$ cat src/hw/core_pkg.sv
`default_nettype none

package core_pkg;

   ////////////////////
   // widths and types

   localparam int CODE_AW = 10;     // code address bits

   typedef logic [7:0]         byte_t;
   typedef logic [CODE_AW-1:0] pc_t;
   typedef logic [2:0]         rn_t;

   ////////////////////
   // fixed addresses

   localparam byte_t       DIR_B      = 8'hF0;  // direct address of B
   localparam logic [15:0] XADDR_STAT = 16'h0200;  // movx read, uart busy in bit 0
   localparam logic [15:0] XADDR_TX   = 16'h0201;  // movx write, sends a byte

   ////////////////////
   // timing

   localparam int BAUD_DIV        = 104;  // clocks per bit, minus one
   localparam int UART_FRAME_BITS = 10;
   localparam int DIV_STEPS       = 8;    // one quotient bit per step

   // register forms carry rn in the low three bits, stored here as zero
   typedef enum logic [7:0] {
      LJMP   = 8'h02,
      INCA   = 8'h04,
      INCR   = 8'h08,
      DECA   = 8'h14,
      DECR   = 8'h18,
      ADDAI  = 8'h24,
      ADDAR  = 8'h28,
      ADDCI  = 8'h34,
      JC     = 8'h40,
      ORLA   = 8'h44,  // orl a, #imm
      JNC    = 8'h50,
      ANLAI  = 8'h54,
      JZ     = 8'h60,
      XRLA   = 8'h64,  // xrl a, #imm
      JNZ    = 8'h70,
      MOVAI  = 8'h74,
      MOVDI  = 8'h75,  // mov direct, #imm
      MOVRI  = 8'h78,
      SJMP   = 8'h80,
      DIV    = 8'h84,
      MOVDP  = 8'h90,  // mov dptr, #imm16
      SUBBAI = 8'h94,
      SUBBAR = 8'h98,
      MUL    = 8'hA4,
      CLRC   = 8'hC3,
      SETBC  = 8'hD3,
      DJNZR  = 8'hD8,
      MOVXAD = 8'hE0,  // movx a, @dptr
      CLRA   = 8'hE4,
      MOVAD  = 8'hE5,  // mov a, direct
      MOVAR  = 8'hE8,
      MOVXDA = 8'hF0,  // movx @dptr, a
      CPLA   = 8'hF4,
      MOVRA  = 8'hF8
   } opcode_e;

   typedef enum logic [2:0] {
      ST_FETCH,
      ST_DEC0,   // opcode byte on the code bus
      ST_DEC1,
      ST_DEC2,
      ST_EXEC
   } state_e;

endpackage

`default_nettype wire

$ cat src/hw/dec_exe_if.sv
`default_nettype none

interface dec_exe_if;
   import core_pkg::*;

   // decoded instruction, from decode
   opcode_e op;
   rn_t     rn;
   byte_t   imm_h;     // first operand byte
   byte_t   imm_l;     // second operand byte
   logic    exec;

   // status, from execute
   logic    done;
   logic    taken;     // branch condition holds
   logic    tx_start;  // uart send strobe

   modport dec (output op, rn, imm_h, imm_l, exec,
                input  done, taken);

   modport exe (input  op, rn, imm_h, imm_l, exec,
                output done, taken, tx_start);

endinterface

`default_nettype wire

$ cat src/hw/core_decode.sv
`default_nettype none

module core_decode (
   input  wire                   i_clk,
   input  wire                   i_nrst,
   output core_pkg::pc_t         o_code_addr,
   input  wire core_pkg::byte_t  i_code_data,
   dec_exe_if.dec                dx
);
   import core_pkg::*;

   state_e     state;
   state_e     state_next;
   pc_t        pc;
   pc_t        pc_next;
   pc_t        rel_target;
   opcode_e    op_code;     // opcode seen on the code bus in ST_DEC0
   logic [1:0] nops_code;
   logic [1:0] nops;        // operand count of the latched opcode
   logic       pc_inc;

   // operand bytes that follow each opcode
   function automatic logic [1:0] operand_count(opcode_e opc);
      case (opc)
         LJMP, MOVDP, MOVDI: return 2'd2;
         ADDAI, ADDCI, SUBBAI, ANLAI, ORLA, XRLA, MOVAI, MOVRI,
         SJMP, JZ, JNZ, JC, JNC, DJNZR, MOVAD: return 2'd1;
         default: return 2'd0;
      endcase
   endfunction

   // register forms fold to their base value
   function automatic opcode_e normalize(byte_t code);
      opcode_e base;
      base = opcode_e'({code[7:3], 3'b000});
      case (base)
         INCR, DECR, ADDAR, SUBBAR, MOVRI, DJNZR, MOVAR, MOVRA: return base;
         default: return opcode_e'(code);
      endcase
   endfunction

   assign op_code   = normalize(i_code_data);
   assign nops_code = operand_count(op_code);
   assign nops      = operand_count(dx.op);

   ////////////////////
   // state machine

   always_comb begin
      state_next = state;
      case (state)
         ST_FETCH: state_next = ST_DEC0;
         ST_DEC0:  state_next = (nops_code != 2'd0) ? ST_DEC1 : ST_EXEC;
         ST_DEC1:  state_next = (nops == 2'd2) ? ST_DEC2 : ST_EXEC;
         ST_DEC2:  state_next = ST_EXEC;
         ST_EXEC: begin
            if (dx.done) state_next = ST_FETCH;  // mul/div hold here
         end
         default:  state_next = ST_FETCH;
      endcase
   end

   always_ff @(posedge i_clk or negedge i_nrst) begin
      if (!i_nrst) begin
         state <= ST_FETCH;
      end else begin
         state <= state_next;
      end
   end

   assign dx.exec = (state == ST_EXEC);

   // instruction latches
   always_ff @(posedge i_clk) begin
      if (state == ST_DEC0) begin
         dx.op <= op_code;
         dx.rn <= i_code_data[2:0];
      end
      if (state == ST_DEC1) begin
         dx.imm_h <= i_code_data;
      end
      if (state == ST_DEC2) begin
         dx.imm_l <= i_code_data;
      end
   end

   ////////////////////
   // program counter

   // one increment per fetched byte
   assign pc_inc = (state == ST_FETCH) ||
                   ((state == ST_DEC0) && (nops_code != 2'd0)) ||
                   ((state == ST_DEC1) && (nops == 2'd2));

   // relative offset is always the first operand
   assign rel_target = pc + pc_t'({{(CODE_AW-8){dx.imm_h[7]}}, dx.imm_h});

   always_comb begin
      pc_next = pc;
      if (pc_inc) begin
         pc_next = pc + pc_t'(1);
      end else if (dx.exec && dx.done) begin
         if (dx.op == LJMP) begin
            pc_next = {dx.imm_h[CODE_AW-9:0], dx.imm_l};
         end else if ((dx.op == SJMP) || dx.taken) begin
            pc_next = rel_target;
         end
      end
   end

   always_ff @(posedge i_clk or negedge i_nrst) begin
      if (!i_nrst) begin
         pc <= '0;
      end else begin
         pc <= pc_next;
      end
   end

   assign o_code_addr = pc;  // sync read, data next cycle

   // longest case is mul with a = 255
   a_exec_bounded: assert property (@(posedge i_clk) disable iff (!i_nrst)
      $rose(dx.exec) |-> ##[1:2 + DIV_STEPS + 255] !dx.exec);

endmodule

`default_nettype wire

$ cat src/hw/core_execute.sv
`default_nettype none

module core_execute (
   input  wire                   i_clk,
   input  wire                   i_nrst,
   dec_exe_if.exe                dx,
   output core_pkg::rn_t         o_reg_addr,
   output logic                  o_reg_wr,
   output core_pkg::byte_t       o_reg_wdata,
   input  wire core_pkg::byte_t  i_reg_rdata,
   output core_pkg::byte_t       o_tx_byte,
   input  wire                   i_tx_busy
);
   import core_pkg::*;

   typedef logic [$clog2(DIV_STEPS+1)-1:0] step_t;

   byte_t       acc;
   byte_t       b;
   logic        carry;
   logic [15:0] dptr;
   byte_t       acc_next;
   byte_t       b_next;
   logic        carry_next;
   logic        acc_zero;
   byte_t       add_b;
   logic        add_cin;
   logic [8:0]  add_sum;
   byte_t       sub_b;
   logic        sub_bin;
   logic [8:0]  sub_diff;   // bit 8 is the borrow
   byte_t       reg_dec;
   logic        seq_busy;
   step_t       step_cnt;
   logic [15:0] prod;       // mul product, or div remainder:quotient
   logic        is_seq;
   logic        seq_first;
   logic        seq_last;
   logic        mul_step;
   logic        div_step;
   logic [8:0]  div_shift;
   logic [8:0]  div_diff;
   logic        div_ge;
   byte_t       div_rem;

   assign acc_zero = (acc == 8'h00);

   ////////////////////
   // alu

   assign add_b   = (dx.op == ADDAR) ? i_reg_rdata :
                    ((dx.op == ADDAI) || (dx.op == ADDCI)) ? dx.imm_h : 8'h01;  // inca
   assign add_cin = carry && (dx.op == ADDCI);
   assign add_sum = {1'b0, acc} + {1'b0, add_b} + {8'h00, add_cin};

   // deca and the mul count-down take a - 0 - 1
   assign sub_b    = (dx.op == SUBBAR) ? i_reg_rdata :
                     (dx.op == SUBBAI) ? dx.imm_h : 8'h00;
   assign sub_bin  = ((dx.op == SUBBAI) || (dx.op == SUBBAR)) ? carry : 1'b1;
   assign sub_diff = {1'b0, acc} - {1'b0, sub_b} - {8'h00, sub_bin};

   always_comb begin
      case (dx.op)
         INCA, ADDAI, ADDCI, ADDAR: acc_next = add_sum[7:0];
         DECA, SUBBAI, SUBBAR:      acc_next = sub_diff[7:0];
         ANLAI:  acc_next = acc & dx.imm_h;
         ORLA:   acc_next = acc | dx.imm_h;
         XRLA:   acc_next = acc ^ dx.imm_h;
         CLRA:   acc_next = 8'h00;
         CPLA:   acc_next = ~acc;
         MOVAI:  acc_next = dx.imm_h;
         MOVAR:  acc_next = i_reg_rdata;
         MOVAD:  acc_next = (dx.imm_h == DIR_B) ? b : acc;
         MOVXAD: acc_next = (dptr == XADDR_STAT) ? {7'h00, i_tx_busy} : acc;
         MUL, DIV: acc_next = prod[7:0];
         default: acc_next = acc;
      endcase
   end

   always_comb begin
      case (dx.op)
         MOVDI:    b_next = (dx.imm_h == DIR_B) ? dx.imm_l : b;
         MUL, DIV: b_next = prod[15:8];
         default:  b_next = b;
      endcase
   end

   always_comb begin
      case (dx.op)
         CLRC:                 carry_next = 1'b0;
         SETBC:                carry_next = 1'b1;
         ADDAI, ADDCI, ADDAR:  carry_next = add_sum[8];
         SUBBAI, SUBBAR:       carry_next = sub_diff[8];
         MUL, DIV:             carry_next = 1'b0;
         default:              carry_next = carry;
      endcase
   end

   always_ff @(posedge i_clk or negedge i_nrst) begin
      if (!i_nrst) begin
         acc   <= 8'h00;
         b     <= 8'h00;
         carry <= 1'b0;
         dptr  <= 16'h0000;
      end else if (dx.exec) begin
         if (mul_step) acc <= sub_diff[7:0];  // a doubles as the mul counter
         if (dx.done) begin
            acc   <= acc_next;
            b     <= b_next;
            carry <= carry_next;
            if (dx.op == MOVDP) dptr <= {dx.imm_h, dx.imm_l};
         end
      end
   end

   ////////////////////
   // mul/div sequencer

   assign is_seq    = (dx.op == MUL) || (dx.op == DIV);
   assign seq_first = dx.exec && is_seq && !seq_busy;
   assign mul_step  = dx.exec && seq_busy && (dx.op == MUL) && !acc_zero;
   assign div_step  = dx.exec && seq_busy && (dx.op == DIV) && (step_cnt != '0);
   assign seq_last  = dx.exec && seq_busy &&
                      ((dx.op == MUL) ? acc_zero : (step_cnt == '0));

   // restoring divide, one bit per step
   assign div_shift = {prod[15:8], prod[7]};
   assign div_diff  = div_shift - {1'b0, b};
   assign div_ge    = (div_shift >= {1'b0, b});
   assign div_rem   = div_ge ? div_diff[7:0] : div_shift[7:0];

   always_ff @(posedge i_clk or negedge i_nrst) begin
      if (!i_nrst) begin
         seq_busy <= 1'b0;
         step_cnt <= '0;
      end else begin
         if (seq_first) seq_busy <= 1'b1;
         else if (seq_last) seq_busy <= 1'b0;
         if (seq_first) step_cnt <= step_t'(DIV_STEPS);
         else if (div_step) step_cnt <= step_cnt - step_t'(1);
      end
   end

   always_ff @(posedge i_clk) begin
      if (seq_first) prod <= (dx.op == DIV) ? {8'h00, acc} : 16'h0000;
      else if (mul_step) prod <= prod + {8'h00, b};
      else if (div_step) prod <= {div_rem, prod[6:0], div_ge};
   end

   assign dx.done = dx.exec && (is_seq ? seq_last : 1'b1);

   ////////////////////
   // branches, registers, uart

   assign reg_dec = i_reg_rdata - 8'h01;

   always_comb begin
      case (dx.op)
         JZ:      dx.taken = acc_zero;
         JNZ:     dx.taken = !acc_zero;
         JC:      dx.taken = carry;
         JNC:     dx.taken = !carry;
         DJNZR:   dx.taken = (reg_dec != 8'h00);
         default: dx.taken = 1'b0;
      endcase
   end

   assign o_reg_addr = dx.rn;
   assign o_reg_wr   = dx.exec && ((dx.op == MOVRA) || (dx.op == MOVRI) ||
                       (dx.op == INCR) || (dx.op == DECR) || (dx.op == DJNZR));

   always_comb begin
      case (dx.op)
         MOVRA:   o_reg_wdata = acc;
         MOVRI:   o_reg_wdata = dx.imm_h;
         INCR:    o_reg_wdata = i_reg_rdata + 8'h01;
         default: o_reg_wdata = reg_dec;  // decr, djnz
      endcase
   end

   assign dx.tx_start = dx.exec && (dx.op == MOVXDA) && (dptr == XADDR_TX);
   assign o_tx_byte   = acc;

   // one write per instruction, then decode leaves exec
   a_reg_wr_once: assert property (@(posedge i_clk) disable iff (!i_nrst)
      o_reg_wr |-> dx.exec ##1 !dx.exec);

   // software polls, so a send always finds the transmitter free
   a_tx_free: assert property (@(posedge i_clk) disable iff (!i_nrst)
      dx.tx_start |-> !i_tx_busy ##1 i_tx_busy);

endmodule

`default_nettype wire

$ cat src/hw/uart_tx.sv
`default_nettype none

module uart_tx (
   input  wire                   i_clk,
   input  wire                   i_nrst,
   input  wire                   i_start,
   input  wire core_pkg::byte_t  i_data,
   output logic                  o_busy,
   output logic                  o_uart_tx
);
   import core_pkg::*;

   typedef enum logic [1:0] {TX_IDLE, TX_START, TX_SEND} tx_state_e;
   typedef logic [$clog2(BAUD_DIV+1)-1:0]    baud_cnt_t;
   typedef logic [$clog2(UART_FRAME_BITS)-1:0] bit_cnt_t;

   tx_state_e state;
   baud_cnt_t baud_cnt;
   bit_cnt_t  bit_cnt;   // 0 is the start bit, last is the stop bit
   byte_t     shreg;
   logic      bit_end;
   logic      frame_end;

   assign bit_end   = (state != TX_IDLE) && (baud_cnt == baud_cnt_t'(BAUD_DIV));
   assign frame_end = bit_end && (bit_cnt == bit_cnt_t'(UART_FRAME_BITS - 1));

   always_ff @(posedge i_clk or negedge i_nrst) begin
      if (!i_nrst) begin
         state    <= TX_IDLE;
         baud_cnt <= '0;
         bit_cnt  <= '0;
      end else begin
         case (state)
            TX_IDLE:  if (i_start) state <= TX_START;  // start while busy is dropped
            TX_START: if (bit_end) state <= TX_SEND;
            TX_SEND:  if (frame_end) state <= TX_IDLE;
            default:  state <= TX_IDLE;
         endcase
         baud_cnt <= ((state == TX_IDLE) || bit_end) ? '0 : baud_cnt + baud_cnt_t'(1);
         if ((state == TX_IDLE) || frame_end) bit_cnt <= '0;
         else if (bit_end) bit_cnt <= bit_cnt + bit_cnt_t'(1);
      end
   end

   // lsb first, ones shift in behind to form the stop bit
   always_ff @(posedge i_clk) begin
      if ((state == TX_IDLE) && i_start) shreg <= i_data;
      else if ((state == TX_SEND) && bit_end) shreg <= {1'b1, shreg[7:1]};
   end

   assign o_busy    = (state != TX_IDLE);
   assign o_uart_tx = (state == TX_IDLE)  ? 1'b1 :
                      (state == TX_START) ? 1'b0 : shreg[0];

   // idle line is high, and the bit before idle was the stop bit
   a_idle_high: assert property (@(posedge i_clk) disable iff (!i_nrst)
      !o_busy |-> o_uart_tx && (!$past(o_busy) || $past(o_uart_tx)));

endmodule

`default_nettype wire

$ cat src/hw/core_top.sv
`default_nettype none

module core_top (
   input  wire                   i_clk,
   input  wire                   i_nrst,
   output wire core_pkg::pc_t    o_code_addr,
   input  wire core_pkg::byte_t  i_code_data,
   output wire core_pkg::rn_t    o_reg_addr,
   output wire                   o_reg_wr,
   output wire core_pkg::byte_t  o_reg_wdata,
   input  wire core_pkg::byte_t  i_reg_rdata,
   output wire                   o_uart_tx
);
   import core_pkg::*;

   byte_t tx_byte;   // accumulator to the transmitter
   logic  tx_busy;

   dec_exe_if dx ();

   core_decode u_decode (
      .i_clk       (i_clk),
      .i_nrst      (i_nrst),
      .o_code_addr (o_code_addr),
      .i_code_data (i_code_data),
      .dx          (dx.dec)
   );

   core_execute u_execute (
      .i_clk       (i_clk),
      .i_nrst      (i_nrst),
      .dx          (dx.exe),
      .o_reg_addr  (o_reg_addr),
      .o_reg_wr    (o_reg_wr),
      .o_reg_wdata (o_reg_wdata),
      .i_reg_rdata (i_reg_rdata),
      .o_tx_byte   (tx_byte),
      .i_tx_busy   (tx_busy)
   );

   uart_tx u_uart_tx (
      .i_clk     (i_clk),
      .i_nrst    (i_nrst),
      .i_start   (dx.tx_start),
      .i_data    (tx_byte),
      .o_busy    (tx_busy),
      .o_uart_tx (o_uart_tx)
   );

endmodule

`default_nettype wire

$ cat config.mk
export PLATFORM = sky130hd
export DESIGN_NAME = core_top
export DESIGN_NICKNAME = d
export VERILOG_FILES = /design/src/hw/core_pkg.sv /design/src/hw/dec_exe_if.sv /design/src/hw/core_decode.sv /design/src/hw/core_execute.sv /design/src/hw/uart_tx.sv /design/src/hw/core_top.sv
export SDC_FILE = /design/constraint.sdc
export NUM_CORES = 1
export LEC_CHECK = 0
export BUFFER_PORTS_ARGS = -buffer_cell sky130_fd_sc_hd__buf_2
export CAP_MARGIN = 20
export CORE_MARGIN = 1
export CORE_UTILIZATION = 59
export CTS_BUF_LIST = sky130_fd_sc_hd__clkbuf_2 sky130_fd_sc_hd__clkbuf_4 sky130_fd_sc_hd__clkbuf_8
export DETAILED_ROUTE_END_ITERATION = 8
export GPL_TIMING_DRIVEN = 1
export PLACE_DENSITY = 0.77
export SYNTH_ARGS = -nofsm -noshare
export SYNTH_HDL_FRONTEND = slang
export SYNTH_SLANG_ARGS = --single-unit
$ cat constraint.sdc
create_clock -name i_clk -period 4.15 [get_ports i_clk]
set_input_delay 0.2075 -clock i_clk [delete_from_list [all_inputs] [get_ports i_clk]]
set_output_delay 0.2075 -clock i_clk [all_outputs]
set_load 0.05 [all_outputs]
==> After elaboration in Yosys (flattened, before gate mapping) <==
Index checks and enable logic that the tools add are counted.
{ "word_totals": {"register_bits": 115, "in_bits": 18, "out_inout_bits": 23, "wordCells": 233} }
{ "op_classes": {"addsub": 13, "magnitude_cmp": 1, "n_eq_ne": 80, "mux": 48, "bitwise_logic": 4, "reduce_logical": 70} }
{ "ops": {"columns": ["op", "n"], "rows": [
  ["$eq 8x8->1 const B", 22],
  ["$eq 8x7->1 const B", 20],
  ["$mux 8", 13],
  ["$pmux 8 s12", 1],
  ["$mux 16", 3],
  ["$eq 8x6->1 const B", 5],
  ["$mux 10", 4],
  ["$eq 16x10->1 const B", 2],
  ["$reduce_or 15->1", 2],
  ["$pmux 8 s3", 1],
  ["$eq 5x5->1 const B", 4],
  ["$logic_and 1x1->1", 20],
  ["$reduce_bool 2->1", 9],
  ["$add 16x8->16", 1],
  ["$eq 8x2->1 const B", 2],
  ["$eq 8x5->1 const B", 2],
  ["$mux 4", 4],
  ["$pmux 8 s2", 1],
  ["$pmux 3 s5", 1],
  ["$reduce_or 3->1", 5],
  ["$ne 13x6->1 const B", 1],
  ["$logic_or 1x1->1", 12],
  ["$mux 3", 4],
  ["$add 10x1->10 const B", 1],
  ["54 further kinds", 76]
]} }

==> Depth between registers and ports, before layout <==
{ "logic_depth": {"word_depth": 12, "ltp_mapped": 16, "ltp_nobuf": 14} }

==> Hierarchy <==
Synthesis repeated with hierarchy kept, for this count alone.
{ "hier_totals": {"hier_cells": 1048, "area_unflattened_um2": 9610.5} }
{ "modules_own_cells": {"columns": ["mod", "instances", "cells_per_inst", "area_per_inst_um2", "seq_area_each_um2"], "rows": [
  ["core_execute", 1, 732, 6095.8, 1431.4],
  ["core_decode", 1, 227, 2474.9, 1136.1],
  ["uart_tx", 1, 89, 1039.7, 565.5]
]} }

==> Worst setup path after synthesis <==
Ideal clock, no wire load.
{ "synth_timing": {"path_kind": "flip-flop to flip-flop", "start": "register u_decode.dx.op[0]", "end": "register u_execute.carry", "setup_time_ns": 0.142, "arrival_time_ns": 3.789, "required_ns": 4.008, "slack_ns": 0.219, "path_stages_with_launch": 17, "path_buffers": 3, "period_less_slack_ns": 3.931, "path_cell_list": "edfxtp_1 -> buf_2 -> or4b_1 -> buf_2 -> o41a_1 -> clkbuf_1 -> a211o_1 -> fa_1 -> inv_1 -> fa_1 -> nor2b_1 -> o21a_1 -> o21ai_0 -> a21oi_1 -> or3_1 -> a221oi_1 -> a22oi_1"} }
{ "synth_between": {"elab_chain_len": 7, "elab_cells_between_ends": 32, "cone_classes": "4 x add/sub; 9 x eq/ne; 8 x mux; 11 x reduce/logical"} }
{ "synth_lines": {"columns": ["element", "line_no", "text"], "rows": [
  ["from (decl)", "dec_exe_if.sv:18", "modport dec (output op, rn, imm_h, imm_l, exec,"],
  ["from (signal assigned)", "core_decode.sv:76", "dx.op <= op_code;"],
  ["$eq 8x6->1 (on tied branches)", "core_execute.sv:52, core_execute.sv:89, core_execute.sv:53", null],
  ["$logic_or 1x1->1", "core_execute.sv:52", "((dx.op == ADDAI) || (dx.op == ADDCI)) ? dx.imm_h : 8'h01;"],
  ["$mux 8", "core_execute.sv:52", null],
  ["$mux 8", "core_execute.sv:51", "assign add_b = (dx.op == ADDAR) ? i_reg_rdata :"],
  ["$add 8x8->9", "core_execute.sv:54", "assign add_sum = {1'b0, acc} + {1'b0, add_b} + {8'h00, add_cin};"],
  ["$add 9x1->9", "core_execute.sv:54", null],
  ["$pmux 1 s4", "core_execute.sv:89", "case (dx.op)"],
  ["to (signal assigned)", "core_execute.sv:110", "carry <= carry_next;"],
  ["to (decl)", "core_execute.sv:20", "logic carry;"]
]} }
Parallel ways exist; a longest one is shown, timed or not.
A chain may end at the register's enable or synchronous reset.

==> Final worst setup path <==
{ "layout_timing": {"start": "register u_decode.dx.op[3]", "end": "register u_execute.carry"} }
The elaborated chain is that of the path after synthesis.

==> impl_metrics.py <==
metrics = {
    "status": {
        "status": "finished, final reports clean",
    },
    "placement": {
        "dpl.hpwl_um": 20600,
        "io_buffer_count": 40,
        "dp_cells": 1329,
        "gp_congestion": 1.05,
    },
    "min_path": {
        "holdCritPathClass": "primary input to flip-flop",
    },
    "synth": {
        "ys_types": 90,
        "synthesis.area_mm2": 0.00962,
        "ys.flop_type": "dfrtp_1",
        "avgSynthCellArea_um2": 8.80,
        "synthArstFlopShare": 0.557,
        "synthCells": 1093,
        "synth_edf_count": 51,
        "ys_seq_area_frac": 0.326,
        "yosysWarnings": 0,
        "ys_seq_elements": 115,
        "synth_nets": 1190,
    },
    "floorplanning": {
        "coreArea_mm2": 0.0159,
        "io_pins": 41,
        "die_x_um": 130,
        "die_h_um": 130,
        "dieArea_mm2": 0.0168,
        "initial_core_util": 0.605,
        "rows": 46,
    },
    "sta": {
        "finalCritPeriodShare": 0.937,
        "tns_ps": 0,
        "clock_skew_ps": 13.0,
        "finalHoldViolations": 0,
        "worst_slew_pin_slew_ps": 1050,
        "slew_headroom": 0.291,
        "grt_setup_unrepaired": "no",
        "setup_viol": 0,
        "final_max_slew_viol_count": 0,
        "finalCriticalPeriod_ps": 3890,
        "fmax_ghz": 0.257,
    },
    "layout": {
        "drive_gt1_frac": 0.134,
        "layout_common_cells": "109 x nor2_1, 79 x nand2_1, 75 x inv_1",
        "n_fill_cell": 1359,
        "area_delta_synth_final_pct": 8.95,
        "mostFrequentLayoutCell": "nor2_1",
        "antenna_cells": 0,
        "final_nets": 1231,
        "finalNonFillerCells": 1363,
    },
    "pwr": {
        "combPwrFrac": 0.493,
        "vdd_ir_drop_max_uv": 332,
        "power_uw": 5130,
        "p_switching_uw": 2360,
        "power_density_mw_per_mm2": 490,
        "cellLeakagePower_uw": 0.00440,
        "power_frac_seq": 0.327,
        "clockPowerShare": 0.180,
        "switching_share": 0.459,
        "p_int_uw": 2780,
    },
    "global_routing": {
        "grt_pass1_wl_um": 42700,
        "grt_usage": 0.339,
        "grt_antenna_before_repair": 0,
        "grt_max_degree": 38,
        "overflow": 0,
        "grt_pass1_vias": 7927,
    },
    "cts": {
        "clockBufferDepth": 2,
        "clkTransAtPathRegs_ps": 80,
        "numClockSinks": 115,
        "cts_resized": 0,
        "clockRootBuffer": "clkbuf_8",
        "cts_buffers": 17,
        "clkLatencyLatePin_ps": 450,
        "cts_tree": "done",
        "hold_buffers": 1,
        "cts_setup_buffers": 0,
        "h-tree-depth": 4,
    },
    "detailed_routing": {
        "routedWlPerCell_um": 20.5,
        "routed_via_density": 6.50,
        "drc": 0,
        "via_count": 8859,
        "firstDrtPassIters": 6,
        "ant_nets": 0,
        "drtIter0Drc": 940,
        "wirelength_um": 27900,
    },
    "setup_path": {
        "worstPathMaxFanout": 8,
        "endpoint_kind": "flip-flop",
        "cp.arrival_ps": 4210,
        "worstSetupPathType": "flip-flop to flip-flop",
        "start_kind": "flip-flop",
        "required_ps": 4470,
    },
    "run": {
        "maxCapViolations": 0,
    },
}
path summary, 6_finish.rpt:
kind / startpoint / slack, ps / end / cells past startpoint
max: u_decode.dx.op[3] / 260 / u_execute.carry / 12
min: i_code_data[1] / 60 / u_decode.dx.imm_l[1] / 1
max reg2reg: u_decode.dx.op[3] / 260 / u_execute.carry / 12
min reg2reg: u_execute.dptr[13] / 490 / u_execute.dptr[13] / 2
max in group asynchronous: i_nrst / 2750 / u_execute.dptr[12] / 3
min in group asynchronous: i_nrst / 450 / u_uart_tx.bit_cnt[0] / 2
power groups by stage:
stage | Clock, uW | Combinational [uW] | Sequential [uW]
floorplan | 0 | 1720 | 1740
global placement | 0 | 2430 | 1680
detailed placement | 0 | 2470 | 1680
CTS | 942 | 2490 | 1660
global route | 996 | 2750 | 1690
finish | 926 | 2530 | 1680
cells in the mapped netlist (8+ instances only):
cell	n	share of area
a211oi_1	14	0.011
a21oi_1	63	0.033
a221oi_1	12	0.011
a22oi_1	18	0.014
and2_1	13	0.0085
and3_1	17	0.011
buf_2	13	0.0068
clkbuf_1	40	0.016
dfrtp_1	64	0.17
edfxtp_1	51	0.16
ha_1	72	0.094
inv_1	75	0.029
mux2_2	16	0.019
mux2i_1	32	0.033
nand2_1	79	0.031
nand2b_1	14	0.0091
nand3_1	31	0.016
nand4_1	13	0.0085
nor2_1	109	0.043
nor2b_1	11	0.0072
nor3_1	34	0.018
nor4_1	13	0.0085
o211ai_1	8	0.0062
o21ai_0	63	0.033
or3_1	11	0.0072
xnor2_1	27	0.025
xor2_1	13	0.012
worst max-delay path: stages, from the launching register on:
cell and delay [ps]:
edfxtp_1 510, or4b_1 620, a21oi_1 290, nand2_1 130, fa_1 420, fa_1 430, a21bo_2 240, a211oi_1 320
a21o_1 180, a21oi_1 70, xor2_1 140, a221oi_1 300, a22oi_1 100
metal layers:
metal	track usage	routed length [um]
met3	0.0818	2520
met1	0.463	11900
met4	0.130	947
met5	0	0
met2	0.521	12500
state kept, by name, indices dropped and copies added, names as in the netlist:
signal	cells
u_uart_tx.baud_cnt	7
u_execute.seq_busy	1
u_uart_tx.state	2
u_decode.dx.rn	3
u_execute.dptr	16
u_uart_tx.bit_cnt	4
u_execute.o_tx_byte	8
u_execute.prod	16
u_decode.dx.imm_l	8
u_execute.step_cnt	4
u_decode.o_code_addr	10
u_execute.b	8
u_decode.dx.imm_h	8
u_execute.carry	1
u_uart_tx.shreg	8
u_decode.dx.op	8
u_decode.state	3
final cells by class:
type,count,area [um^2],area share
clock buffer,20,263,0.0251
clock inverter,12,83.8,0.00800
inverter,75,282,0.0269
multi-input combinational,845,5950,0.568
sequential,115,3130,0.299
tap,216,270,0.0258
timing repair buffer,80,500,0.0478
metrics by stage:
stage	setup slack, ps	cell area [um^2]	util	hold slack [ps]
2_1_floorplan	219	9620	-	-88.1
3_3_place_gp	395	10100	0.637	395
3_5_place_dp	348	10100	0.637	401
4_1_cts	308	10500	0.659	40.5
5_1_grt	122	10500	0.660	54.8
6_report	263	10500	0.660	62.4
kinds of logic (layout without fill, tap and decap cells):
family,after synthesis,count (layout),synth area share
buf+inv,133,187,0.0559
flops,115,115,0.326
mux,52,52,0.0567
fa+ha+maj,79,79,0.108
compound gates,280,280,0.205
simple gates,394,394,0.212
xor+xnor,40,40,0.0364
No activity file was read; power rests on OpenSTA's default activity.
